**config.mk**
```make
export PLATFORM = sky130hd
export DESIGN_NAME = scan_timer
export DESIGN_NICKNAME = d
export VERILOG_FILES = /design/src/source/scan_timer.sv
export VERILOG_INCLUDE_DIRS = /design/src /design/src/source
export SDC_FILE = /design/constraint.sdc
export NUM_CORES = 1
export LEC_CHECK = 0
export BUFFER_PORTS_ARGS = -buffer_cell sky130_fd_sc_hd__buf_4
export CORE_ASPECT_RATIO = 2
export CORE_MARGIN = 2
export CORE_UTILIZATION = 34
export DETAILED_ROUTE_END_ITERATION = 7
export SLEW_MARGIN = 20
export SYNTH_ARGS = -nofsm -noshare
export SYNTH_HDL_FRONTEND = slang
export SYNTH_SLANG_ARGS = --single-unit
```
**constraint.sdc**
```tcl
create_clock -name sys_clk -period 1.8 [get_ports sys_clk]
set_input_delay 0.27 -clock sys_clk [delete_from_list [all_inputs] [get_ports sys_clk]]
set_output_delay 0.27 -clock sys_clk [all_outputs]
set_load 0.02 [all_outputs]
```
**src/source/board_consts.svh**
```systemverilog
`ifndef BOARD_CONSTS_SVH
`define BOARD_CONSTS_SVH

// byte address width of the whole board
`define BOARD_ADDR_WIDTH 12

// program image lands here
`define BOARD_LOAD_BASE 12'h300

// memory-mapped io words
`define BOARD_IO_LED_ADDR  12'h080 // hi byte lcd, lo byte led
`define BOARD_IO_UART_ADDR 12'h082

// loader control words
`define BOARD_END_WORD    16'h7fff // stops the load
`define BOARD_RELOAD_WORD 16'h7ffe // back to loading while running

// led matrix scan, in sys_clk cycles
`define BOARD_SCAN_PERIOD  27000
`define BOARD_SCAN_GAP_ON  100
`define BOARD_SCAN_GAP_OFF 2000

`endif
```
**src/source/scan_timer.sv**
```systemverilog
`include "board_consts.svh"

module scan_timer #(
  parameter int PERIOD  = `BOARD_SCAN_PERIOD,
  parameter int GAP_ON  = `BOARD_SCAN_GAP_ON,
  parameter int GAP_OFF = `BOARD_SCAN_GAP_OFF
) (
  input  logic       sys_clk,
  input  logic       rst_n,
  output logic [3:0] row_index,
  output logic       lit
);

  localparam int CNT_W = $clog2(PERIOD);

  logic [CNT_W-1:0] counter;

  // one full row time per wrap
  always_ff @(posedge sys_clk or negedge rst_n) begin
    if (!rst_n)
      counter <= '0;
    else if (counter == CNT_W'(PERIOD - 1))
      counter <= '0;
    else
      counter <= counter + 1'b1;
  end

  always_ff @(posedge sys_clk or negedge rst_n) begin
    if (!rst_n) begin
      row_index <= 4'd0;
    end else if (counter == '0) begin
      if (row_index < 4'd8)
        row_index <= row_index + 4'd1;
      else
        row_index <= 4'd0;  // nine rows
    end
  end

  // dark at both ends of the row time so neighbours do not ghost
  assign lit = (int'(counter) >= GAP_ON) && (int'(counter) < PERIOD - GAP_OFF);

  a_row_range: assert property (@(posedge sys_clk) disable iff (!rst_n)
    row_index <= 4'd8);

endmodule

```
==> metrics.md <==
| Metric | Value |
|---|---|
| Post-layout min period | `1740 ps` |
| First-pass GRT wire length | `3710 um` |
| Max incr delay on CP | `410 ps` |
| Post-Synth Adder-Cell Area | `3.76%` |
| Max FO, Critical Path | `3` |
| Clock insertion delay at the later pin of the skew report | `260 ps` |
| Post-Place Cells | `142` |
| Core ar. | `2770 sq um` |
| Clock tree buffer depth | `2` |
| FF+latch count, synth | `19` |
| Hold/Removal Path Class | `input pin to async pin` |
| Worst reg-to-reg setup slack | `170 ps` |
| XOR/XNOR share of the synthesized area | `9.65%` |
| R2R cell count | `5` |
| PortBufs | `6` |
| Max-Cap Viols | `0` |
| Worst slack at placement | `175 ps` |
| Post-synthesis compound-gate area fraction | `8.02%` |
| Peak Freq | `575 MHz` |
| Vias per cell | `5.51` |
| DRT Pass-1 Iters | `4` |
| CTS tree | `yes` |
| VDD IR max | `401 uV` |
| Slew headroom | `80.8%` |
| Synthesized net count | `105` |
| Slew @ Worst Pin | `288 ps` |
| TritonCTS Sinks | `19` |
| Height of the die | `80.6 um` |
| Slowest CP cell | `dfrtp_1` |
| Setup TNS Final | `0 ps` |
| Net count reported at finish | `127` |
| Starting Density | `36.0%` |
| Inserted Clock Buffers | `3` |
| Clock Pin Slew Worst Setup and Hold Paths | `70 ps` |
| Status | `complete, no violations` |
| Initial drt markers | `22` |
| Final setup margin | `59.8 ps` |
| Post-synthesis sequential area ratio | `47.6%` |
| Synth Area in Simple Gates | `28.6%` |
| Largest family of logic cells by synthesized area | `simple AND/OR/NAND/NOR gates` |
| Antenna violations before repair | `0` |
| Die Wd | `42.3 um` |
| Largest net degree at the start of global routing | `20` |
| CTS H-tree lvls | `1` |
| I/O pin cnt | `7` |
| Number of global-route vias before repair | `846` |
| Worst setup path category | `register to output pin` |
| Worst-path cell chain | `nor4_2, buf_4, o21ai_1, a31oi_1, buf_4` |
| DP Wirelength | `1650 um` |
| Worst Skew | `2.07 ps` |
| Mean post-synth cell area | `9.98 sq um` |
| Clock Tree Root | `clkbuf_8` |
| Worst EP required | `1530 ps` |
| Leak pwr | `0.579 nW` |
| Worst Setup Start Kind | `register` |
| Crit. End Element | `output pin` |
| Most common cell on crit path | `buf_4` |
| Fillers | `274` |
| Syn Inst Count | `100` |
| Routed len/inst | `14.5 um` |
| Area grow syn2layout | `24.1%` |
| Reg2reg end | `counter[8]` |
| Antenna viol nets, final | `0` |
| Die area | `3410 sq um` |
| Ys Warns | `0` |
| DR DRC count | `0` |
| Routability cong. | `0.925` |
| Grt total ovfl | `0` |
| Tot GR Track Use | `14.5%` |
| Number of library cell types mapped by synthesis | `32` |
| Setup violators final | `0` |
| Diode count | `0` |
| Post-synthesis mux area share | `0%` |
| Non-filler instance count after layout | `150` |
| Post-synth design cell area | `998 sq um` |
| CP arrival | `1470 ps` |
| Max Slew Vio Count | `0` |
| Via Count | `827` |
| Fraction of layout cells with a size suffix above 1 | `23.1%` |
| Final Total Pwr | `742 uW` |
| Reg2reg start | `counter[9]` |
| Tcrit/Tclk final | `96.7%` |
| Hold Vio Cnt, Final | `0` |
| Cell Pwr Density | `599 nW/um^2` |
| # rows | `27` |
| WL final | `2180 um` |
| Smallest hold slack | `419 ps` |
-- worst max-delay path, delay by kind of cell, from the launching register on --
| family | cells | cell delay [ps] |
|---|---|---|
| buffers and inverters | 2 | 330 |
| AO/OA/AOI/OAI | 2 | 200 |
| AND/OR/NAND/NOR | 1 | 280 |
| flip-flops | 1 | 410 |
-- worst max-delay path by stage --
stage / startpoint / endpoint / slack, ps / cells past startpoint
detailed placement: counter[4] / counter[13] / 170 / 5
CTS: counter[9] / lit / 8 / 5
finish: counter[12] / lit / 60 / 5
global placement: counter[4] / counter[4] / 200 / 5
global route: counter[13] / lit / -4 / 4
floorplan: counter[2] / counter[11] / 160 / 5
-- registers in the layout, summed over array words and instances, names as in the netlist --
name,count
counter,15
row_index,4
-- cells in the mapped netlist --
cell type  count  area share, %
ha_1           3            3.8
nor3_1         6            3.0
buf_2          1           0.50
nor3b_1        2            1.5
inv_1          4            1.5
or4_4          1            1.1
and4_1         2            1.8
or3_1          2            1.3
nor4_1         2            1.3
nand3_1        5            2.5
a21oi_1        2            1.0
nand3b_1       1           0.75
o31ai_1        1           0.75
a21o_1         2            1.5
nor2b_1        1           0.63
nor2_1        11            4.1
o21a_1         1           0.75
nor4b_1        1           0.88
a211o_1        1           0.88
nand4_2        1            1.3
o21ai_0        3            1.5
a31oi_1        1           0.63
o211a_1        1            1.0
xnor2_1        5            4.4
nor4_4         1            2.1
nand2_1        7            2.6
nand2b_1       1           0.63
and2_1         1           0.63
clkbuf_1       1           0.38
nand4_1        4            2.5
xor2_1         6            5.3
dfrtp_1       19             48
-- power by group --
group | switching [mW] | internal (mW) | leakage [nW]
registers | 0 | 0.427 | 0.246
logic | 0.00823 | 0.00290 | 0.311
clock network | 0.148 | 0.156 | 0.0217
total | 0.157 | 0.585 | 0.579
-- timing repair --
item,in CTS,in global routing
hold endpoints to repair,19,0
setup buffers,2,1
pin swaps,0,2
hold buffers,1,0
cloned,0,0
endpoints found under the setup margin,1,2
resized for setup,1,3
-- cells in the final DEF (no fill, tap or decap), types with 2 or more instances in the layout --
master / netlist / final
nand3_1: 5 / 5
nor2_1: 11 / 11
ha_1: 3 / 3
dfrtp_1: 19 / 19
clkbuf_8: 0 / 3
xor2_1: 6 / 6
nor3b_1: 2 / 2
a21o_1: 2 / 2
buf_4: 0 / 18
nand2_1: 7 / 7
o21ai_0: 3 / 2
nand4_1: 4 / 4
nor3_1: 6 / 6
inv_1: 4 / 4
a21oi_1: 2 / 2
xnor2_1: 5 / 5
or3_1: 2 / 2
nor4_2: 0 / 2
and4_1: 2 / 2
-- per-stage QoR --
stage	util, %	instance area, sq um
after floorplan	-	998
after global placement	41.1	1140
after detailed placement	41.1	1140
after CTS	44.0	1220
after global routing	44.7	1240
final	44.7	1240
-- per-layer routing --
layer / up-vias / global-route usage [%] / share of wire, %
met4: 0 / 11.9 / 3.8
met3: 6 / 2.47 / 2.8
met1: 404 / 14.9 / 38
li1: 398 / - / -
met5: - / 0 / 0
met2: 19 / 24.8 / 55
-- cells by family after synthesis --
group | count (synthesis)
simple gates | 49
flops | 19
compound gates | 12
xor+xnor | 11
buf+inv | 6
fa+ha+maj | 3
-- area by class of cell --
class / count / area (sq um) / area share, %
multi-input cells: 75 / 518 / 41.8
flip-flops and latches: 19 / 475 / 38.4
repair buffers: 19 / 145 / 11.7
clock buffers: 3 / 41.3 / 3.33
well taps: 29 / 36.3 / 2.93
inverters: 4 / 15.0 / 1.21
clock inverters: 1 / 7.51 / 0.606
(Power assumes the default switching activity.)
