--- config.mk ---
export PLATFORM = sky130hd
export DESIGN_NAME = led_matrix
export DESIGN_NICKNAME = d
export VERILOG_FILES = /design/src/source/board_pkg.sv /design/src/source/led_matrix.sv
export VERILOG_INCLUDE_DIRS = /design/src /design/src/source
export SDC_FILE = /design/constraint.sdc
export NUM_CORES = 1
export LEC_CHECK = 0
export BUFFER_PORTS_ARGS = -buffer_cell sky130_fd_sc_hd__buf_2
export CORE_ASPECT_RATIO = 0.9
export CORE_MARGIN = 8
export CORE_UTILIZATION = 30
export DETAILED_ROUTE_END_ITERATION = 12
export GPL_TIMING_DRIVEN = 0
export HOLD_SLACK_MARGIN = 0.15
export PLACE_DENSITY_LB_ADDON = 0.12
export SLEW_MARGIN = 15
export SYNTH_ARGS = -nofsm -noshare
export SYNTH_HDL_FRONTEND = slang
export SYNTH_SLANG_ARGS = --single-unit
--- constraint.sdc ---
create_clock -name sys_clk -period 0.8 [get_ports sys_clk]
set_clock_uncertainty 0.15 [all_clocks]
set_input_delay 0.16 -clock sys_clk [delete_from_list [all_inputs] [get_ports sys_clk]]
set_output_delay 0.16 -clock sys_clk [all_outputs]
set_load 0.02 [all_outputs]
--- src/source/board_consts.svh ---
`ifndef BOARD_CONSTS_SVH
`define BOARD_CONSTS_SVH

// byte address width of the whole board
`define BOARD_ADDR_WIDTH 12

// program image lands here
`define BOARD_LOAD_BASE 12'h300

// memory-mapped io words
`define BOARD_IO_LED_ADDR  12'h080 // hi byte lcd, lo byte led
`define BOARD_IO_UART_ADDR 12'h082

// loader control words
`define BOARD_END_WORD    16'h7fff // stops the load
`define BOARD_RELOAD_WORD 16'h7ffe // back to loading while running

// led matrix scan, in sys_clk cycles
`define BOARD_SCAN_PERIOD  27000
`define BOARD_SCAN_GAP_ON  100
`define BOARD_SCAN_GAP_OFF 2000

`endif
--- src/source/board_pkg.sv ---
`include "board_consts.svh"

package board_pkg;

  // byte address
  typedef logic [`BOARD_ADDR_WIDTH-1:0] addr_t;

  typedef logic [15:0] word_t;

  // one memory access; byte_en[1] is the even (high) byte
  typedef struct packed {
    logic       valid;
    addr_t      addr;
    logic [1:0] byte_en;  // all zero for a read
    word_t      wdata;
  } mem_req_t;

  // last write seen by the memory, for the display
  typedef struct packed {
    addr_t addr;
    word_t wdata;
  } mem_last_t;

  // io register state shown on the matrix
  typedef struct packed {
    logic [7:0] led;
    logic [7:0] lcd;
    word_t      rx_word;
  } io_state_t;

endpackage

--- src/source/led_matrix.sv ---
module led_matrix
  import board_pkg::*;
(
  input  logic       sys_clk,
  input  logic       rst_n,
  input  logic [3:0] row_index,
  input  logic       lit,
  input  mem_last_t  mem_last,
  input  io_state_t  io_state,
  input  logic       run,
  output logic [7:0] led_col,
  output logic [8:0] led_row
);

  logic [7:0] pattern;

  // segments a..g in bits 7..1, dot in bit 0
  function automatic logic [7:0] seg7(input logic [4:0] n);
    logic [6:0] segs;
    case (n[3:0])
      4'h0: segs = 7'b1111110;
      4'h1: segs = 7'b0110000;
      4'h2: segs = 7'b1101101;
      4'h3: segs = 7'b1111001;
      4'h4: segs = 7'b0110011;
      4'h5: segs = 7'b1011011;
      4'h6: segs = 7'b1011111;
      4'h7: segs = 7'b1110000;
      4'h8: segs = 7'b1111111;
      4'h9: segs = 7'b1111011;
      4'ha: segs = 7'b1110111;
      4'hb: segs = 7'b0011111;
      4'hc: segs = 7'b1001110;
      4'hd: segs = 7'b0111101;
      4'he: segs = 7'b1001111;
      default: segs = 7'b1000111;  // f
    endcase
    return {segs, n[4]};
  endfunction

  always_comb begin
    case (row_index)
      4'd0: pattern = mem_last.wdata[15:8];
      4'd1: pattern = mem_last.wdata[7:0];
      4'd2: pattern = io_state.rx_word[15:8];
      4'd3: pattern = io_state.rx_word[7:0];
      4'd4: pattern = io_state.led;
      4'd5: pattern = io_state.lcd;
      4'd6: pattern = {7'd0, run};
      4'd7: pattern = mem_last.addr[11:4];
      4'd8: pattern = seg7(mem_last.addr[4:0]);
      default: pattern = 8'd0;
    endcase
  end

  always_ff @(posedge sys_clk or negedge rst_n) begin
    if (!rst_n) begin
      led_col <= 8'd0;
      led_row <= 9'd0;
    end else begin
      led_col <= pattern;
      led_row <= lit ? (9'd1 << row_index) : 9'd0;  // one row at a time
    end
  end

endmodule

==> summary.md <==
| Metric | Value |
|---|---|
| Status | finished with violations |
| CTS tree | built |
| Average wire per standard cell | 14.4 µm |
| Vias in the first global route | 1546 |
| Clock transition at path regs | 0.06 ns |
| Starting Density | 30.7% |
| Final Util | 52.5% |
| Post-Synth Simple-Gate Area | 13.4% |
| Slew headroom | 75.3% |
| Multi-input logic area | 890 µm² |
| Vias | 1372 |
| First-pass DRT Iterations | 4 |
| Layout cells sized above 1 | 57.9% |
| Synth Area in XOR/XNOR | 0% |
| Fill cells | 416 |
| Final ANT Viol Nets | 0 |
| Startpoint Class | input port |
| Gr usage total | 12.3% |
| Fmax | 836 MHz |
| Critical path class | in -> reg |
| Hold_sp | mem_last[20] |
| Synthesized area | 1350 µm² |
| CP required | 0.76 ns |
| First-pass GRT wire length | 6.91 mm |
| Diode count | 0 |
| Hold Path Sink | led_col[0] |
| DP Wirelength | 3.49 mm |
| Hold Path Class | in -> reg |
| Synth warn | 0 |
| PortBufs | 83 |
| Max cap viols | 0 |
| Initial antenna violation count | 0 |
| Rows | 23 |
| CTS sink cnt | 17 |
| Leak Pwr | 1.14 nW |
| Net Count, Synth | 206 |
| Routed WL | 4.18 mm |
| Area delta synth->final | 70.9% |
| Count of cells along the worst hold path | 2 |
| CP arrival | 1.16 ns |
| FF+latch count, synth | 17 |
| Core area | 4370 µm² |
| Global route overflow | 0 |
| Vias per cell | 4.73 |
| Residual DRC | 0 |
| Cell variety after synth | 37 |
| Commonest non-fill, non-tap cell in the layout | buf_2 |
| Max IR drop VDD | 0.511 mV |
| Die area | 6880 µm² |
| Clk root buf | clkbuf_8 |
| Clk buf depth | 2 |
| Fin. Hold Viols | 1 |
| Setup violators final | 31 |
| Worst Max-Slew Pin Slew | 0.370 ns |
| Largest family of logic cells by synthesized area | multiplexers |
| Tmin final | 1.20 ns |
| CTS Buf Count | 3 |
| Final Worst Setup Slack | -0.396 ns |
| Register area share after synthesis | 31.6% |
| Failing checks | hold timing, setup timing |
| Boundary Pins | 85 |
| Post-synthesis instance total | 132 |
| RSZ-0062 raised after global routing | true |
| Hold Buf Count CTS | 1 |
| Post-synthesis mux area share | 26.1% |
| Compound-gate portion of the synthesized area | 14.9% |
| Crit path from | row_index[0] |
| Most frequent cells in the layout | buf_2 (62), buf_6 (21), dfrtp_1 (17) |
| Clock H-tree levels | 1 |
| Die height | 79.5 µm |
| Slew Viols, Final | 0 |
| Ratio of final minimum period to clock period | 150% |
| Adder-cell share of the synthesized area | 5.58% |
| Worst hold slack | -0.0134 ns |
| Crit path max fanout | 5 |
| Nets | 303 |
| Die width | 86.6 µm |
| Worst Setup End Kind | flip-flop |
| Pwr/cell area | 1080 nW/µm² |
| Drt initial violations | 62 |
| Largest net degree at the start of global routing | 18 |
| Reg area | 425 µm² |
| GPL Wtd Cong | 0.758 |
| Mean Syn Cell Area | 10.2 µm² |
[per-layer routing]
layer	track usage [%]	part of all wire, %	vias to the layer above
li1	-	-	687
met1	14.3	43	614
met2	21.4	46	69
met3	3.81	10	2
met4	3.09	0.26	0
met5	0	0	-
[synth_stat cells, drive strengths merged]
cell type,instances,area (µm²)
nand3,7,35.0
mux2,3,33.8
and3,1,6.26
mux4,8,188
a21oi,9,45.0
a221oi,1,8.76
o211ai,2,15.0
o22ai,6,43.8
o21a,1,7.51
nand2,4,17.5
nor3,3,15.0
o21ai,9,45.0
o32ai,2,17.5
or3,1,7.51
nand3b,3,26.3
nand2b,3,21.3
ha,6,75.1
inv,7,26.3
dfrtp,17,425
clkbuf,2,17.5
dlygate4sd1,1,8.76
nor2,12,45.0
a311oi,1,8.76
mux2i,13,130
buf,8,60.1
nor2b,1,6.26
o2bb2ai,1,8.76
[metrics by stage]
step	TNS, ns	total power, mW	cells	area (µm²)	setup slack, ns
2_1_floorplan	-4.49	1.42	132	1450	-0.422
3_3_place_gp	-8.68	1.75	277	1940	-0.746
4_1_cts	-7.96	2.51	289	2260	-0.411
5_1_grt	-8.79	2.63	290	2300	-0.423
3_5_place_dp	-8.59	1.75	277	1940	-0.757
6_report	-7.84	2.49	290	2300	-0.396
[area by class of cell]
cell class | instances | area share [%]
Clock buffer | 4 | 1.96
Timing Repair Buffer | 92 | 29.6
Multi-Input combinational cell | 97 | 38.7
Buffer | 11 | 5.93
Inverter | 7 | 1.91
Tap cell | 62 | 3.38
Sequential cell | 17 | 18.5
[cell families after synthesis]
group,count (synthesis)
compound gates,32
fa+ha+maj,6
buf+inv,18
flops,17
mux,24
simple gates,35
[worst max path at each step]
stage                             to  slack, ns  depth (start not counted)
after global routing      led_col[7]      -0.42                          5
after detailed placement  led_col[5]      -0.76                          5
after floorplan           led_col[4]      -0.42                          5
after CTS                 led_col[3]      -0.41                          5
final                     led_col[3]      -0.40                          5
after global placement    led_col[5]      -0.75                          7
[worst max-delay path: stages]
cell     delay [ns]
buf_12         0.09
buf_12         0.11
mux4_2         0.49
mux2i_1        0.19
o22ai_1        0.11
[power breakdown]
group          switching [mW]  total, mW  internal [mW]
sequential             0.0213      0.927          0.906
combinational           0.423      0.973          0.550
clock                   0.242      0.594          0.352
[repair_timing]
action | CTS | global route
cloned | 1 | 0
gates resized for setup | 61 | 7
buffers inserted | 6 | 1
endpoints found under the setup margin | 34 | 51
endpoints found under the hold margin | 28 | 3
pin swaps | 9 | 4
[registers in the layout, summed over array words and instances (netlist names)]
| register | cells |
|---|---|
| led_col | 8 |
| led_row | 9 |
No activity file was read; power rests on OpenSTA's default activity.
