===== src/source/board_consts.svh =====
`ifndef BOARD_CONSTS_SVH
`define BOARD_CONSTS_SVH

// byte address width of the whole board
`define BOARD_ADDR_WIDTH 12

// program image lands here
`define BOARD_LOAD_BASE 12'h300

// memory-mapped io words
`define BOARD_IO_LED_ADDR  12'h080 // hi byte lcd, lo byte led
`define BOARD_IO_UART_ADDR 12'h082

// loader control words
`define BOARD_END_WORD    16'h7fff // stops the load
`define BOARD_RELOAD_WORD 16'h7ffe // back to loading while running

// led matrix scan, in sys_clk cycles
`define BOARD_SCAN_PERIOD  27000
`define BOARD_SCAN_GAP_ON  100
`define BOARD_SCAN_GAP_OFF 2000

`endif

===== src/source/board_pkg.sv =====
`include "board_consts.svh"

package board_pkg;

  // byte address
  typedef logic [`BOARD_ADDR_WIDTH-1:0] addr_t;

  typedef logic [15:0] word_t;

  // one memory access; byte_en[1] is the even (high) byte
  typedef struct packed {
    logic       valid;
    addr_t      addr;
    logic [1:0] byte_en;  // all zero for a read
    word_t      wdata;
  } mem_req_t;

  // last write seen by the memory, for the display
  typedef struct packed {
    addr_t addr;
    word_t wdata;
  } mem_last_t;

  // io register state shown on the matrix
  typedef struct packed {
    logic [7:0] led;
    logic [7:0] lcd;
    word_t      rx_word;
  } io_state_t;

endpackage


===== src/source/program_loader.sv =====
`include "board_consts.svh"

module program_loader
  import board_pkg::*;
(
  input  logic       sys_clk,
  input  logic       rst_n,
  input  logic [7:0] rx_byte,
  input  logic       rx_valid,
  output mem_req_t   load_req,
  output logic       run,
  output word_t      rx_word,
  output logic       rx_word_valid
);

  // hi/lo tracks which byte of the pair comes next
  typedef enum logic [1:0] {
    LOAD_HI,
    LOAD_LO,
    RUN_HI,
    RUN_LO
  } ld_state_t;

  ld_state_t  state;
  logic [7:0] hi_byte;
  word_t      word_q;     // assembled pair
  logic       word_done;  // word_q is new this cycle
  logic       load_valid;
  addr_t      load_addr;
  logic       lo_strobe;
  logic       is_end;
  logic       is_reload;

  assign lo_strobe = rx_valid && (state == LOAD_LO || state == RUN_LO);
  assign is_end    = word_done && state == LOAD_HI && word_q == `BOARD_END_WORD;
  assign is_reload = word_done && state == RUN_HI && word_q == `BOARD_RELOAD_WORD;

  always_ff @(posedge sys_clk or negedge rst_n) begin
    if (!rst_n) begin
      state <= LOAD_HI;
    end else begin
      case (state)
        LOAD_HI: begin
          if (is_end)
            state <= RUN_HI;
          else if (rx_valid)
            state <= LOAD_LO;
        end
        LOAD_LO: if (rx_valid) state <= LOAD_HI;
        RUN_HI: begin
          if (is_reload)
            state <= LOAD_HI;
          else if (rx_valid)
            state <= RUN_LO;
        end
        default: if (rx_valid) state <= RUN_HI;
      endcase
    end
  end

  // byte pair assembly, high byte first
  always_ff @(posedge sys_clk) begin
    if (rx_valid && !lo_strobe)
      hi_byte <= rx_byte;
    if (lo_strobe)
      word_q <= {hi_byte, rx_byte};
  end

  always_ff @(posedge sys_clk or negedge rst_n) begin
    if (!rst_n) begin
      word_done     <= 1'b0;
      load_valid    <= 1'b0;
      rx_word_valid <= 1'b0;
      load_addr     <= `BOARD_LOAD_BASE;
    end else begin
      word_done     <= lo_strobe;
      load_valid    <= word_done && state == LOAD_HI && !is_end;
      rx_word_valid <= word_done && state == RUN_HI;
      if (is_reload)
        load_addr <= `BOARD_LOAD_BASE;
      else if (load_valid)
        load_addr <= load_addr + 2'd2;  // step after the write
    end
  end

  assign run      = (state == RUN_HI) || (state == RUN_LO);
  assign rx_word  = word_q;
  assign load_req = '{valid: load_valid, addr: load_addr, byte_en: 2'b11, wdata: word_q};

  // pair assembly relies on a gap between byte strobes
  a_rx_spacing: assert property (@(posedge sys_clk) disable iff (!rst_n)
    rx_valid |=> !rx_valid);

endmodule


===== config.mk =====
export PLATFORM = sky130hd
export DESIGN_NAME = program_loader
export DESIGN_NICKNAME = d
export VERILOG_FILES = /design/src/source/board_pkg.sv /design/src/source/program_loader.sv
export VERILOG_INCLUDE_DIRS = /design/src /design/src/source
export SDC_FILE = /design/constraint.sdc
export NUM_CORES = 1
export LEC_CHECK = 0
export BUFFER_PORTS_ARGS = -buffer_cell sky130_fd_sc_hd__buf_4
export CAP_MARGIN = 20
export CORE_UTILIZATION = 35
export DETAILED_ROUTE_END_ITERATION = 6
export PLACE_DENSITY = 0.63
export SLEW_MARGIN = 20
export SYNTH_ARGS = -nofsm -noshare
export SYNTH_HDL_FRONTEND = slang
export SYNTH_SLANG_ARGS = --single-unit

===== constraint.sdc =====
create_clock -name sys_clk -period 1.6 [get_ports sys_clk]
set_input_delay 0.16 -clock sys_clk [delete_from_list [all_inputs] [get_ports sys_clk]]
set_output_delay 0.16 -clock sys_clk [all_outputs]
set_load 0.01 [all_outputs]

==> results.py <==
metrics = {
    "sta": {
        "maxSlewViolCount": 0,
        "whs_ns": 0.04518,
        "fmaxAchievable_ghz": 0.6534,
        "rsz0062_at_grt": "true",
        "setup_tns_ns": 0,
        "clock_skew_ns": 0.01181,
        "fin_crit_sh": 0.9565,
        "setup_ws_ns": 0.06961,
        "setup_violations": 0,
        "layout_min_cycle_time_ns": 1.530,
        "hold_violations": 0,
    },
    "die": {
        "dieArea_sq_mm": 0.005035,
        "die_w_um": 70.96,
        "start_util": 0.3719,
        "die_height_um": 70.96,
        "core-area_sq_mm": 0.004474,
        "io_pins": 60,
        "rows": 24,
    },
    "worst_hold_path": {
        "whs_path_depth": 1,
        "holdCritStartpoint": "rx_byte[4]",
        "worstHoldEndpoint": "hi_byte[4]",
        "hold_path.class": "input port to flop",
    },
    "worst_setup_path": {
        "path_max_fanout": 6,
        "cp_num_buf_inv": 0,
        "rr_endpoint": "load_addr[9]",
        "crit_path_top_delay_cell": "edfxtp_1",
        "timing.rr.start": "rx_word[8]",
        "start_kind": "flop",
        "rr_worst_depth": 4,
        "end_kind": "flop",
        "critPathArrivalTime_ns": 1.77,
        "worstSetupPathType": "flop to flop",
        "critPathMaxStageDelay_ns": 0.41,
        "crit_family": "simple AND/OR/NAND/NOR gates",
        "cp.required_ns": 1.84,
        "worstPathCellList": "nand4_1 -> nor4_4 -> and3b_2 -> or3b_1",
        "reg2reg_slack_ns": 0.07,
    },
    "layout": {
        "num_antenna_cells": 0,
        "design_area_sq_mm": 0.002125,
        "layout.nets": 180,
        "final_cell_mix": "buf_4, edfxtp_1, dfrtp_1, nor2_1, nand4_1",
        "syn_to_final_growth_pct": 27.67,
        "utilization": 0.4748,
        "drive_gt1_frac": 0.4438,
        "layout_commonest_cell": "buf_4",
    },
    "grt": {
        "antenna_found_initial": 0,
        "grt_pass1_wl_um": 4954,
        "grt-ovfl-total": 0,
        "grt_pass1_vias": 969,
        "grtUsageTotal": 0.1355,
        "grt_max_degree": 17,
    },
    "outcome": {
        "status": "complete, but fails checks",
        "failed_checks": "design-rule violations",
    },
    "drt": {
        "via_per_inst": 4.715,
        "vias": 1042,
        "drt_pre_antenna_iters": 6,
        "drt-initial-drc-count": 69,
        "antenna_left": 0,
        "wl_per_cell_um": 14.85,
        "drt_wl_total_um": 3281,
        "drc": 5,
    },
    "logic_synthesis": {
        "synth.top_cells.by_area": "edfxtp_1, dfrtp_1, buf_4",
        "avgSynthCellArea_sq_um": 13.87,
        "ys_ff_latch": 40,
        "ys_warn_count": 0,
        "syn_area_sq_mm": 0.001664,
        "yosysTopAreaCellShare": 0.4331,
        "yosysUniqueCellTypes": 29,
        "yosys.area.top_type": "edfxtp_1",
        "syn_inst": 120,
        "seq_area_frac_synth": 0.6752,
    },
    "power_and_ir_drop": {
        "power_leakage_nw": 0.9358,
        "vdd.ir_drop.worst_mv": 0.5284,
        "power_density_mw_per_mm2": 1119,
    },
    "clock_network": {
        "insertion_delay_ns": 0.30,
        "cts_tree": "built",
        "max-clock-path-buffers": 2,
        "cts_setup_buffers": 0,
        "cts-root-buf": "clkbuf_8",
        "h-tree-depth": 2,
        "cts_sinks": 40,
        "worst_setup_hold_path_clk_slew_ns": 0.08,
        "numCtsBuffers": 5,
    },
    "placed_design": {
        "dpl_cell_area_sq_mm": 0.002018,
        "place_ws_ns": -0.02055,
        "globalplace.congestion": 0.7712,
        "port_buffers": 56,
        "hpwl_um": 2455,
    },
    "flow_run": {
        "max_cap_violations": 0,
    },
}
==> state kept, by name, summed over array words and instances, names as in the netlist <==
register / count
rx_word_valid: 1
load_addr: 11
state: 2
hi_byte: 8
word_done: 1
rx_word: 16
load_valid: 1
==> layer usage <==
metal | track usage | vias up | part of all wire
li1 | - | 493 | -
met1 | 0.1678 | 508 | 0.41
met2 | 0.2094 | 31 | 0.51
met3 | 0.03419 | 10 | 0.051
met4 | 0.09333 | 0 | 0.031
met5 | 0 | - | 0
==> worst register-to-register path, delay by kind of cell, from the launching register on <==
kind             cells  cell delay (ns)
flip-flops           1             0.41
AND/OR/NAND/NOR      4             1.07
==> metrics by stage <==
step	cells	power (mW)
final	221	2.377
after global routing	221	2.492
after CTS	220	2.405
after detailed placement	211	1.758
after global placement	211	1.736
after floorplan	121	1.541
==> cell families (layout without fill, tap and decap cells) <==
| logic type | count (synthesis) | count (layout) | synth area share |
|---|---|---|---|
| AO/OA/AOI/OAI | 4 | 4 | 0.01353 |
| XOR/XNOR | 9 | 9 | 0.04737 |
| adder cells (fa/ha/maj) | 1 | 1 | 0.007518 |
| buffers and inverters | 22 | 69 | 0.09924 |
| flip-flops | 40 | 40 | 0.6752 |
| multiplexers | 2 | 2 | 0.01278 |
| other | 2 | 3 | 0.004513 |
| AND/OR/NAND/NOR | 40 | 41 | 0.1399 |
==> cells in the mapped netlist (all sizes together) <==
library cell	count
nor2	10
edfxtp	24
nor4	1
or2b	1
or3b	2
mux2	1
and2	2
xor2	5
nor3	4
nor2b	3
nand4	7
nand3b	1
ha	1
and3b	1
a21oi	1
a21o	1
dfstp	2
xnor2	4
buf	21
and3	1
o21ai	2
clkbuf	1
conb	2
dfrtp	14
nand2	6
nand3	1
mux2i	1
==> timing repair <==
action                                 4_1_cts  5_1_grt
endpoints found under the hold margin       16        0
resized for setup                            1        1
pin swaps                                    0        1
hold buffers                                 1        0
cloned                                       0        1
setup endpoints to repair                   11        5
==> worst max-delay path by stage <==
stage,startpoint,end,slack (ns),cells after the start
detailed placement,rx_word[7],load_addr[9],-0.02,4
CTS,rx_word[7],load_addr[9],0.08,4
global route,rx_word[8],load_addr[9],-0.01,4
finish,rx_word[8],load_addr[9],0.07,4
global placement,rx_word[6],load_addr[9],0.06,4
floorplan,rx_word[6],load_addr[9],0.17,5
==> where the power goes <==
group | internal (mW) | total (mW) | leakage (nW) | switching [mW]
Combinational | 0.217 | 0.414 | 0.464 | 0.196
Clock | 0.304 | 0.644 | 0.0412 | 0.339
Sequential | 1.21 | 1.32 | 0.431 | 0.106
==> layout make-up <==
class                           count  area, sq um
Fill cell                         407         2350
Timing Repair Buffer               61        460.4
Clock inverter                      2        12.51
Tap cell                           52        65.06
Clock buffer                        6        72.57
Multi-Input combinational cell     60        390.4
Sequential cell                    40         1124
Power figures use the tool's default switching activity.
