$ cat config.mk
export PLATFORM = sky130hd
export DESIGN_NAME = io_regs
export DESIGN_NICKNAME = d
export VERILOG_FILES = /design/src/source/board_pkg.sv /design/src/source/io_regs.sv
export VERILOG_INCLUDE_DIRS = /design/src /design/src/source
export SDC_FILE = /design/constraint.sdc
export NUM_CORES = 1
export LEC_CHECK = 0
export BUFFER_PORTS_ARGS = -buffer_cell sky130_fd_sc_hd__buf_4
export CORE_MARGIN = 4
export CORE_UTILIZATION = 44
export DETAILED_ROUTE_END_ITERATION = 12
export PLACE_DENSITY = 0.91
export SYNTH_ARGS = -nofsm -noshare
export SYNTH_HDL_FRONTEND = slang
export SYNTH_SLANG_ARGS = --single-unit
$ cat constraint.sdc
create_clock -name sys_clk -period 2.6 [get_ports sys_clk]
set_input_delay 0.13 -clock sys_clk [delete_from_list [all_inputs] [get_ports sys_clk]]
set_output_delay 0.13 -clock sys_clk [all_outputs]
set_load 0.02 [all_outputs]
$ cat src/source/board_consts.svh
`ifndef BOARD_CONSTS_SVH
`define BOARD_CONSTS_SVH

// byte address width of the whole board
`define BOARD_ADDR_WIDTH 12

// program image lands here
`define BOARD_LOAD_BASE 12'h300

// memory-mapped io words
`define BOARD_IO_LED_ADDR  12'h080 // hi byte lcd, lo byte led
`define BOARD_IO_UART_ADDR 12'h082

// loader control words
`define BOARD_END_WORD    16'h7fff // stops the load
`define BOARD_RELOAD_WORD 16'h7ffe // back to loading while running

// led matrix scan, in sys_clk cycles
`define BOARD_SCAN_PERIOD  27000
`define BOARD_SCAN_GAP_ON  100
`define BOARD_SCAN_GAP_OFF 2000

`endif
$ cat src/source/board_pkg.sv
`include "board_consts.svh"

package board_pkg;

  // byte address
  typedef logic [`BOARD_ADDR_WIDTH-1:0] addr_t;

  typedef logic [15:0] word_t;

  // one memory access; byte_en[1] is the even (high) byte
  typedef struct packed {
    logic       valid;
    addr_t      addr;
    logic [1:0] byte_en;  // all zero for a read
    word_t      wdata;
  } mem_req_t;

  // last write seen by the memory, for the display
  typedef struct packed {
    addr_t addr;
    word_t wdata;
  } mem_last_t;

  // io register state shown on the matrix
  typedef struct packed {
    logic [7:0] led;
    logic [7:0] lcd;
    word_t      rx_word;
  } io_state_t;

endpackage

$ cat src/source/io_regs.sv
`include "board_consts.svh"

module io_regs
  import board_pkg::*;
(
  input  logic       sys_clk,
  input  logic       rst_n,
  input  logic       psel,
  input  logic       penable,
  input  logic       pwrite,
  input  addr_t      paddr,
  input  word_t      pwdata,
  input  logic [1:0] pstrb,
  input  logic       run,
  input  word_t      rx_word,
  input  logic       rx_word_valid,
  input  word_t      rd_data,
  output word_t      prdata,
  output logic       pready,
  output logic       pslverr,
  output mem_req_t   bus_req,
  output io_state_t  io_state,
  output logic [7:0] tx_data,
  output logic       tx_valid
);

  logic       access;     // apb access phase
  logic       wait_done;  // read wait state already spent
  addr_t      word_addr;
  logic       is_led;
  logic       is_uart;
  logic       is_hole;    // io space with nothing behind it
  logic       wr_fire;
  logic [7:0] led_q;
  logic [7:0] lcd_q;
  word_t      rx_q;

  assign access    = psel && penable;
  assign word_addr = {paddr[`BOARD_ADDR_WIDTH-1:1], 1'b0};
  assign is_led    = word_addr == `BOARD_IO_LED_ADDR;
  assign is_uart   = word_addr == `BOARD_IO_UART_ADDR;
  assign is_hole   = paddr[7] && !is_led && !is_uart;

  // writes finish at once, reads wait one cycle for the memory
  assign pready  = access && (!run || pwrite || wait_done);
  assign pslverr = access && !run;
  assign wr_fire = access && pwrite && run;

  assign bus_req = '{
    valid:   access && run && !paddr[7] && (pwrite || !wait_done),
    addr:    paddr,
    byte_en: pwrite ? pstrb : 2'b00,
    wdata:   pwdata
  };

  always_ff @(posedge sys_clk or negedge rst_n) begin
    if (!rst_n)
      wait_done <= 1'b0;
    else
      wait_done <= access && !pwrite && run && !wait_done;
  end

  always_ff @(posedge sys_clk or negedge rst_n) begin
    if (!rst_n) begin
      led_q    <= 8'd0;
      lcd_q    <= 8'd0;
      tx_data  <= 8'd0;
      tx_valid <= 1'b0;
      rx_q     <= '0;
    end else begin
      tx_valid <= wr_fire && is_uart;  // single cycle strobe
      if (wr_fire && is_led && pstrb[0])
        led_q <= pwdata[7:0];
      if (wr_fire && is_led && pstrb[1])
        lcd_q <= pwdata[15:8];
      if (wr_fire && is_uart)
        tx_data <= pwdata[7:0];
      if (rx_word_valid)
        rx_q <= rx_word;
    end
  end

  always_comb begin
    if (is_led)
      prdata = {lcd_q, led_q};
    else if (is_uart)
      prdata = rx_q;
    else if (is_hole)
      prdata = '0;
    else
      prdata = rd_data;
  end

  assign io_state = '{led: led_q, lcd: lcd_q, rx_word: rx_q};

  a_penable_psel: assert property (@(posedge sys_clk) disable iff (!rst_n)
    penable |-> psel);

endmodule

==> results of run 1 <==
-- flip-flops by register name (all words and copies together) (netlist names) --
| signal | flops |
|---|---|
| wait_done | 1 |
| rx_q | 16 |
| led_q | 8 |
| tx_data | 8 |
| lcd_q | 8 |
| tx_valid | 1 |
-- cells in the final DEF (no fill, tap or decap) --
| cell type | Yosys | layout |
|---|---|---|
| and2_1 | 2 | 2 |
| nand2_1 | 2 | 2 |
| dlygate4sd3_1 | 0 | 1 |
| mux2_1 | 1 | 1 |
| inv_6 | 0 | 1 |
| clkbuf_8 | 0 | 5 |
| or3b_1 | 1 | 1 |
| nor3b_4 | 2 | 2 |
| mux2_2 | 39 | 39 |
| bufinv_16 | 0 | 1 |
| or2_1 | 1 | 1 |
| or4_1 | 2 | 2 |
| or4_4 | 1 | 1 |
| nand4_1 | 1 | 1 |
| nor2_1 | 3 | 3 |
| buf_4 | 28 | 160 |
| nand3_1 | 1 | 1 |
| o21ai_0 | 12 | 12 |
| nor3_1 | 3 | 2 |
| inv_1 | 5 | 5 |
| mux2i_1 | 4 | 4 |
| a21oi_1 | 1 | 1 |
| nor3_2 | 0 | 1 |
| clkinv_2 | 0 | 1 |
| o22ai_1 | 4 | 4 |
| nor2b_1 | 1 | 1 |
| dfrtp_1 | 42 | 42 |
| nand2b_1 | 12 | 12 |
| a2bb2oi_1 | 12 | 12 |
| or3_1 | 2 | 2 |
-- worst paths after layout --
| kind | slack [ns] | cells past startpoint | from | to |
|---|---|---|---|---|
| min in group asynchronous | 0.36 | 2 | rst_n | rx_q[6] |
| max | 0.45 | 7 | paddr[9] | prdata[4] |
| min reg2reg | 0.46 | 1 | wait_done | wait_done |
| max reg2reg | 1.80 | 1 | led_q[6] | led_q[6] |
| min | 0.04 | 2 | pwrite | wait_done |
| max in group asynchronous | 1.86 | 2 | rst_n | rx_q[9] |
-- kinds of logic (layout without fill, tap and decap cells) --
kind of cell / after synthesis / after routing / synth area share, %
muxes: 44 / 44 / 22.0
DFF: 42 / 42 / 47.2
buffers and inverters: 41 / 174 / 11.7
and+or+nand+nor: 34 / 34 / 10.3
AOI/OAI and AO/OA: 29 / 29 / 8.76
-- where the power goes --
part           switching (W)  internal (W)  leakage, nW
registers          0.0000213      0.000678        0.550
clock network       0.000233      0.000288       0.0585
logic               0.000181      0.000183         1.20
-- worst max-delay path: cells and delay by family --
| kind | cells | cell delay [ns] |
|---|---|---|
| compound gates | 2 | 0.28 |
| buf+inv | 3 | 0.51 |
| simple gates | 2 | 1.10 |
-- layout make-up --
cell class | count | area [sq um]
inverter | 5 | 18.8
clock buffer | 5 | 68.8
timing repair buffer | 161 | 1210
multi-input combinational | 107 | 921
clock inverter | 3 | 43.8
tap | 67 | 83.8
fill | 394 | 1420
sequential | 42 | 1050
-- metal layers --
layer  wire [um]  share of wire [%]  vias up
met5           0                  0        -
met4          61               0.88        0
met3         492                7.1        7
met2        3870                 56       82
met1        2540                 36      963
li1            -                  -      906
-- stage by stage --
stage | std cells | setup slack, ns | cell area, sq um | total power, W | utilization [%]
after detailed placement | 381 | 0.171 | 3280 | 0.00108 | 68.0
final | 390 | 0.447 | 3400 | 0.00158 | 70.5
after floorplan | 190 | 0.461 | 2230 | 0.000888 | -
after global placement | 381 | 0.210 | 3280 | 0.00107 | 68.0
after global routing | 390 | 0.319 | 3400 | 0.00165 | 70.5
after CTS | 390 | 0.432 | 3400 | 0.00160 | 70.5
==> results.cfg, run 1 <==
[finish]
area_growth_pct = 52.6
diodes = 0
drive_gt1_share_pct = 65.3
fin_nets = 391

[logic_synthesis]
ys_top_cells_by_count = 42 x dfrtp_1, 39 x mux2_2, 28 x buf_4
netlist_area_sq_um = 2230
ys.flop_type = dfrtp_1
syn_nets = 259
ys_ff_latch = 42
syn_avg_cell_area_sq_um = 11.7
async_flop_share_pct = 100
synthCells = 190
ys_top_cells_by_area = dfrtp_1 47%, mux2_2 20%, buf_4 9.4%
synth_warnings = 0
yosysTopAreaCell = dfrtp_1
synth_top_area_share_pct = 47.2
post-synth-top-count-cell = dfrtp_1
seq_area_frac_synth_pct = 47.2
yosysUniqueCellTypes = 27
synth-edff-count = 0

[drt]
wl_um = 6970
drt_iter0_drc = 66
drtAntennaViolNets = 0
vias_per_cell = 5.02
drc = 0
first_pass_iters = 4
wl_per_cell_um = 17.9
num_vias = 1958

[place]
dpl.hpwl_um = 5500
routabilityCongestion = 0.765
portBuffers = 156

[setup_path]
cpMostUsedCell = buf_4
end_kind = primary output
critPathKind = input pin to primary output
cpMaxStageDelayCell = or4_1
cp-start-kind = input pin
cp.arrival_ns = 2.02
worstPathCellList = buf_4 -> or4_1 -> nor3_2 -> buf_4 -> o21ai_0 -> a2bb2oi_1 -> buf_4
max_stage_delay_ns = 0.59
cp.required_ns = 2.47
crit_fanout = 8

[global_route]
antenna_found_initial = 0
grt_pass1_vias = 2049
grt_use_total_pct = 22.0
use_met3_pct = 4.31
grt_overflow = 0
grt_pass1_wl_um = 10600
grt_max_degree = 43
use_met2_pct = 41.2
top_usage_layer = met2
use_met1_pct = 25.0

[clocking]
cts_tree = yes
cts.clk_slew.worst_paths_ns = 0.08
holdBufCountCts = 1
clkLatencyLatePin_ns = 0.28
htree_num_levels = 2
cts_resized = 0
cts_buffers = 5
cts_root_buffer = clkbuf_8
cts.sinks = 42
postCtsSetupBuffers = 0
clockBufferDepth = 2

[die]
coreArea_sq_um = 4820
dieHeight_um = 79.1
fp.dieW_um = 79.1
dieArea_sq_um = 6260
io_pins = 159
rows = 25
start_util_pct = 46.2

[timing]
hold_ws_ns = 0.0392
final_max_slew_viol_count = 0
timing.final.crit_period_ns = 2.15
fin_crit_sh_pct = 82.8
fmax_ghz = 0.464
setup_tns_ns = 0
tightest_slew_ns = 0.533
rsz0062_at_grt = no
fin_skew_ns = 0
setup_violations = 0
slew_headroom_pct = 64.3
hold_viol = 0

[flow_run]
drv_cap = 0

[min_path]
hold_class = input pin to register

[outcome]
outcome = finished, final reports clean

[power_and_ir_drop]
leakage_nw = 1.81
power.density_nw_per_um2 = 466
ir_drop_mv = 0.299
Power figures use the tool's default switching activity.
==> run 2: changes to the inputs <==
--- a/config.mk
+++ b/config.mk
@@ -8,9 +8,9 @@
 export LEC_CHECK = 0
 export BUFFER_PORTS_ARGS = -buffer_cell sky130_fd_sc_hd__buf_4
 export CORE_MARGIN = 4
-export CORE_UTILIZATION = 44
+export CORE_UTILIZATION = 41
 export DETAILED_ROUTE_END_ITERATION = 12
-export PLACE_DENSITY = 0.91
+export PLACE_DENSITY = 0.86
 export SYNTH_ARGS = -nofsm -noshare
 export SYNTH_HDL_FRONTEND = slang
 export SYNTH_SLANG_ARGS = --single-unit
==> constraint.sdc (replaced) <==
create_clock -name sys_clk -period 2.05 [get_ports sys_clk]
set_input_delay 0.1025 -clock sys_clk [delete_from_list [all_inputs] [get_ports sys_clk]]
set_output_delay 0.1025 -clock sys_clk [all_outputs]
set_load 0.02 [all_outputs]
==> results.cfg, run 2 (synthesis gave the netlist of run 1 again) <==
[outcome]
outcome = finished, final reports clean

[setup_path]
cpMaxStageDelayCell = or4_1
cp.arrival_ns = 1.81
cpMostUsedCell = buf_4
cp.required_ns = 1.95
worstPathCellList = buf_4 -> or4_1 -> nor3_1 -> buf_4 -> nand2_1 -> buf_4 -> a2bb2oi_1 -> buf_4
rr_worst_depth = 1
r2r-start = lcd_q[6]
r2r_slack_ns = 1.24
r2r-end = lcd_q[6]
max_stage_delay_ns = 0.59
cp-start-kind = input pin
startpoint = paddr[9]
crit_fanout = 6
endpoint = prdata[11]
critPathKind = input pin to primary output
end_kind = primary output

[die]
dieHeight_um = 81.7
rows = 26
dieArea_sq_um = 6670
start_util_pct = 43.1
fp.dieW_um = 81.7
coreArea_sq_um = 5170
io_pins = 159

[place]
routabilityCongestion = 0.748
portBuffers = 156
dp_cells = 387
dpl.hpwl_um = 5500

[global_route]
grt_pass1_vias = 2151
antenna_found_initial = 0
grt_pass1_wl_um = 10400
grt_overflow = 0
grt_use_total_pct = 20.7
grt_max_degree = 43

[clocking]
cts_tree = yes
clockBufferDepth = 2
cts_root_buffer = clkbuf_8
cts.sinks = 42
htree_num_levels = 2
cts_buffers = 5
clkLatencyLatePin_ns = 0.28
cts.clk_slew.worst_paths_ns = 0.07

[drt]
wl_um = 6900
vias_per_cell = 5.04
drt_iter0_drc = 43
drtAntennaViolNets = 0
drc = 0
num_vias = 2010
wl_per_cell_um = 17.3
first_pass_iters = 4

[timing]
fin_crit_sh_pct = 93.2
setup_violations = 0
slew_headroom_pct = 64.3
rsz0062_at_grt = no
final_max_slew_viol_count = 0
setup_tns_ns = 0
fmax_ghz = 0.523
fin_skew_ns = 0
hold_viol = 0
timing.final.crit_period_ns = 1.91
tightest_slew_ns = 0.536

[finish]
mostFrequentLayoutCells = 163 x buf_4, 42 x dfrtp_1, 39 x mux2_2
fin_nets = 397
drive_gt1_share_pct = 65.3
final_common_cell = buf_4
diodes = 0
layout.cells.non_filler = 399
largest_reg_flops = 16
top_register = rx_q
post-route-util_pct = 66.8
area_growth_pct = 55.1

[min_path]
hold_class = input pin to register
hold_depth = 2

[flow_run]
drv_cap = 0

[power_and_ir_drop]
power.density_nw_per_um2 = 541
leakage_nw = 1.84
ir_drop_mv = 0.330
## run 2: metrics by stage
step	power [W]	setup slack, ns	cell area [sq um]	hold WS, ns
after global routing	0.00196	0.0712	3450	0.0104
after CTS	0.00189	0.0761	3420	0.0000852
after global placement	0.00136	-0.0802	3320	0.113
final	0.00187	0.139	3450	0.0128
after floorplan	0.00113	0.0797	2230	-0.193
after detailed placement	0.00137	-0.106	3320	0.128
## run 2: power breakdown
part	switching, W	internal (W)
logic	0.000228	0.000233
clock network	0.000279	0.000240
registers	0.0000258	0.000860
total	0.000533	0.00133
## run 2: cell type report
type / instances / area [sq um]
Tap cell: 70 / 87.6
Timing Repair Buffer: 167 / 1290
Inverter: 5 / 18.8
Multi-Input combinational cell: 107 / 916
Fill cell: 431 / 1720
Sequential cell: 42 / 1050
Clock inverter: 2 / 13.8
Clock buffer: 6 / 72.6
## run 2: routing by layer
layer | share of wire (%) | wire (um) | GRT usage, % | up-vias
li1 | - | - | - | 922
met5 | 0 | 0 | 0 | -
met3 | 7.3 | 504 | 5.26 | 4
met1 | 38 | 2590 | 23.3 | 997
met4 | 0.80 | 55 | 4.82 | 0
met2 | 54 | 3750 | 39.0 | 87
## run 2: how the worst min path moves through the flow
stage / end / from / slack [ns]
3_5_place_dp: rx_q[6] / rst_n / 0.13
2_1_floorplan: lcd_q[0] / rst_n / -0.19
4_1_cts: wait_done / pwrite / 0.00009
6_report: wait_done / pwrite / 0.01
5_1_grt: wait_done / pwrite / 0.01
3_3_place_gp: rx_q[6] / rst_n / 0.11
## run 2: what timing repair did
item	CTS	global route
buffers inserted	0	3
hold buffers	1	0
gates resized for setup	0	0
setup endpoints to repair	0	1
hold endpoints to repair	42	0
## run 2: critical path, delay by kind of cell
family	cells	cell delay, ns
buffers and inverters	4	0.65
and+or+nand+nor	3	0.92
AOI/OAI and AO/OA	1	0.14
==> run 3: changes to the inputs <==
==> constraint.sdc (replaced) <==
create_clock -name sys_clk -period 2.18 [get_ports sys_clk]
set_input_delay 0.109 -clock sys_clk [delete_from_list [all_inputs] [get_ports sys_clk]]
set_output_delay 0.109 -clock sys_clk [all_outputs]
set_load 0.02 [all_outputs]
==> results.cfg, run 3 (synthesis gave the netlist of run 1 again) <==
[die]
start_util_pct = 43.1
fp.dieW_um = 81.7
io_pins = 159
coreArea_sq_um = 5170
dieArea_sq_um = 6670
rows = 26
dieHeight_um = 81.7

[finish]
layout.cells.non_filler = 396
top_register = rx_q
mostFrequentLayoutCells = 161 x buf_4, 42 x dfrtp_1, 39 x mux2_2
largest_reg_flops = 16
final_common_cell = buf_4
design_area_sq_um = 3420
fin_nets = 394
area_growth_pct = 53.7
drive_gt1_share_pct = 65.3
diodes = 0

[place]
routabilityCongestion = 0.778
dpl.hpwl_um = 5460
dpl_cell_area_sq_um = 3330
dp_cells = 387
portBuffers = 156

[outcome]
outcome = finished, final reports clean

[clocking]
cts_root_buffer = clkbuf_8
postCtsSetupBuffers = 0
htree_num_levels = 2
clockBufferDepth = 2
cts_tree = yes
cts.sinks = 42
clkLatencyLatePin_ns = 0.28
cts.clk_slew.worst_paths_ns = 0.08
cts_buffers = 5

[drt]
first_pass_iters = 4
drtAntennaViolNets = 0
drt_iter0_drc = 71
wl_um = 6930
vias_per_cell = 5.09
drc = 0
wl_per_cell_um = 17.5
num_vias = 2016

[global_route]
grt_use_total_pct = 20.5
grt_pass1_vias = 2203
antenna_found_initial = 0
use_met2_pct = 39.0
top_usage_layer = met2
grt_overflow = 0
use_met1_pct = 21.3
use_met3_pct = 5.59
grt_pass1_wl_um = 10300
grt_max_degree = 43

[timing]
slew_headroom_pct = 64.5
fin_crit_sh_pct = 90.1
setup_violations = 0
tightest_slew_ns = 0.533
hold_viol = 0
final_max_slew_viol_count = 0
setup_tns_ns = 0
timing.final.crit_period_ns = 1.96
fin_skew_ns = 0
rsz0062_at_grt = no
fmax_ghz = 0.509

[setup_path]
r2r_slack_ns = 1.38
critPathKind = input pin to primary output
max_stage_delay_ns = 0.57
crit_family = simple AND/OR/NAND/NOR gates
cpMaxStageDelayCell = or4_1
cp-start-kind = input pin
worstPathCellList = buf_4 -> or4_1 -> buf_4 -> nor3_2 -> buf_4 -> o21ai_0 -> a2bb2oi_1 -> buf_4
cp.required_ns = 2.07
crit_fanout = 12
cp_num_buf_inv = 4
end_kind = primary output
cp.arrival_ns = 1.85
cpMostUsedCell = buf_4

[power_and_ir_drop]
leakage_nw = 1.82
power.density_nw_per_um2 = 514
ir_drop_mv = 0.351

[min_path]
hold_class = input pin to register

[flow_run]
drv_cap = 0
==> run 3: stage by stage <==
stage	worst slack [ns]	power, W	util (%)	hold WS (ns)
after floorplan	0.0625	0.00106	-	-0.187
after global placement	-0.0397	0.00127	64.3	0.126
after detailed placement	-0.0678	0.00128	64.3	0.130
after CTS	0.205	0.00178	66.2	0.00308
after global routing	0.137	0.00184	66.2	0.00409
final	0.217	0.00176	66.2	0.0135
==> run 3: what timing repair did <==
action | in CTS | in global routing
resized for setup | 0 | 0
endpoints found under the hold margin | 42 | 0
hold buffers | 1 | 0
==> run 3: worst paths after layout <==
path | start | cells past startpoint | to
max in group asynchronous | rst_n | 2 | led_q[4]
min in group asynchronous | rst_n | 2 | rx_q[6]
worst min register to register | wait_done | 1 | wait_done
worst max register to register | led_q[5] | 1 | led_q[5]
worst max-delay path | paddr[9] | 8 | prdata[13]
worst min-delay path | pwrite | 2 | wait_done
==> run 3: report_power, final <==
| part | internal, W | switching, W |
|---|---|---|
| registers | 0.000809 | 0.0000242 |
| logic | 0.000219 | 0.000212 |
| clock network | 0.000226 | 0.000270 |
==> run 3: per-layer routing <==
layer | share of wire [%] | vias to the layer above | wire, um
met2 | 54 | 92 | 3770
met5 | 0 | - | 0
met3 | 8.1 | 17 | 558
met1 | 35 | 990 | 2440
met4 | 2.3 | 0 | 158
li1 | - | 917 | -
==> run 3: layout make-up <==
| class | count | area (sq um) |
|---|---|---|
| fill | 445 | 1750 |
| multi-input combinational | 107 | 921 |
| clock inverter | 2 | 13.8 |
| tap | 70 | 87.6 |
| inverter | 5 | 18.8 |
| timing repair buffer | 164 | 1260 |
| sequential | 42 | 1050 |
| clock buffer | 6 | 72.6 |
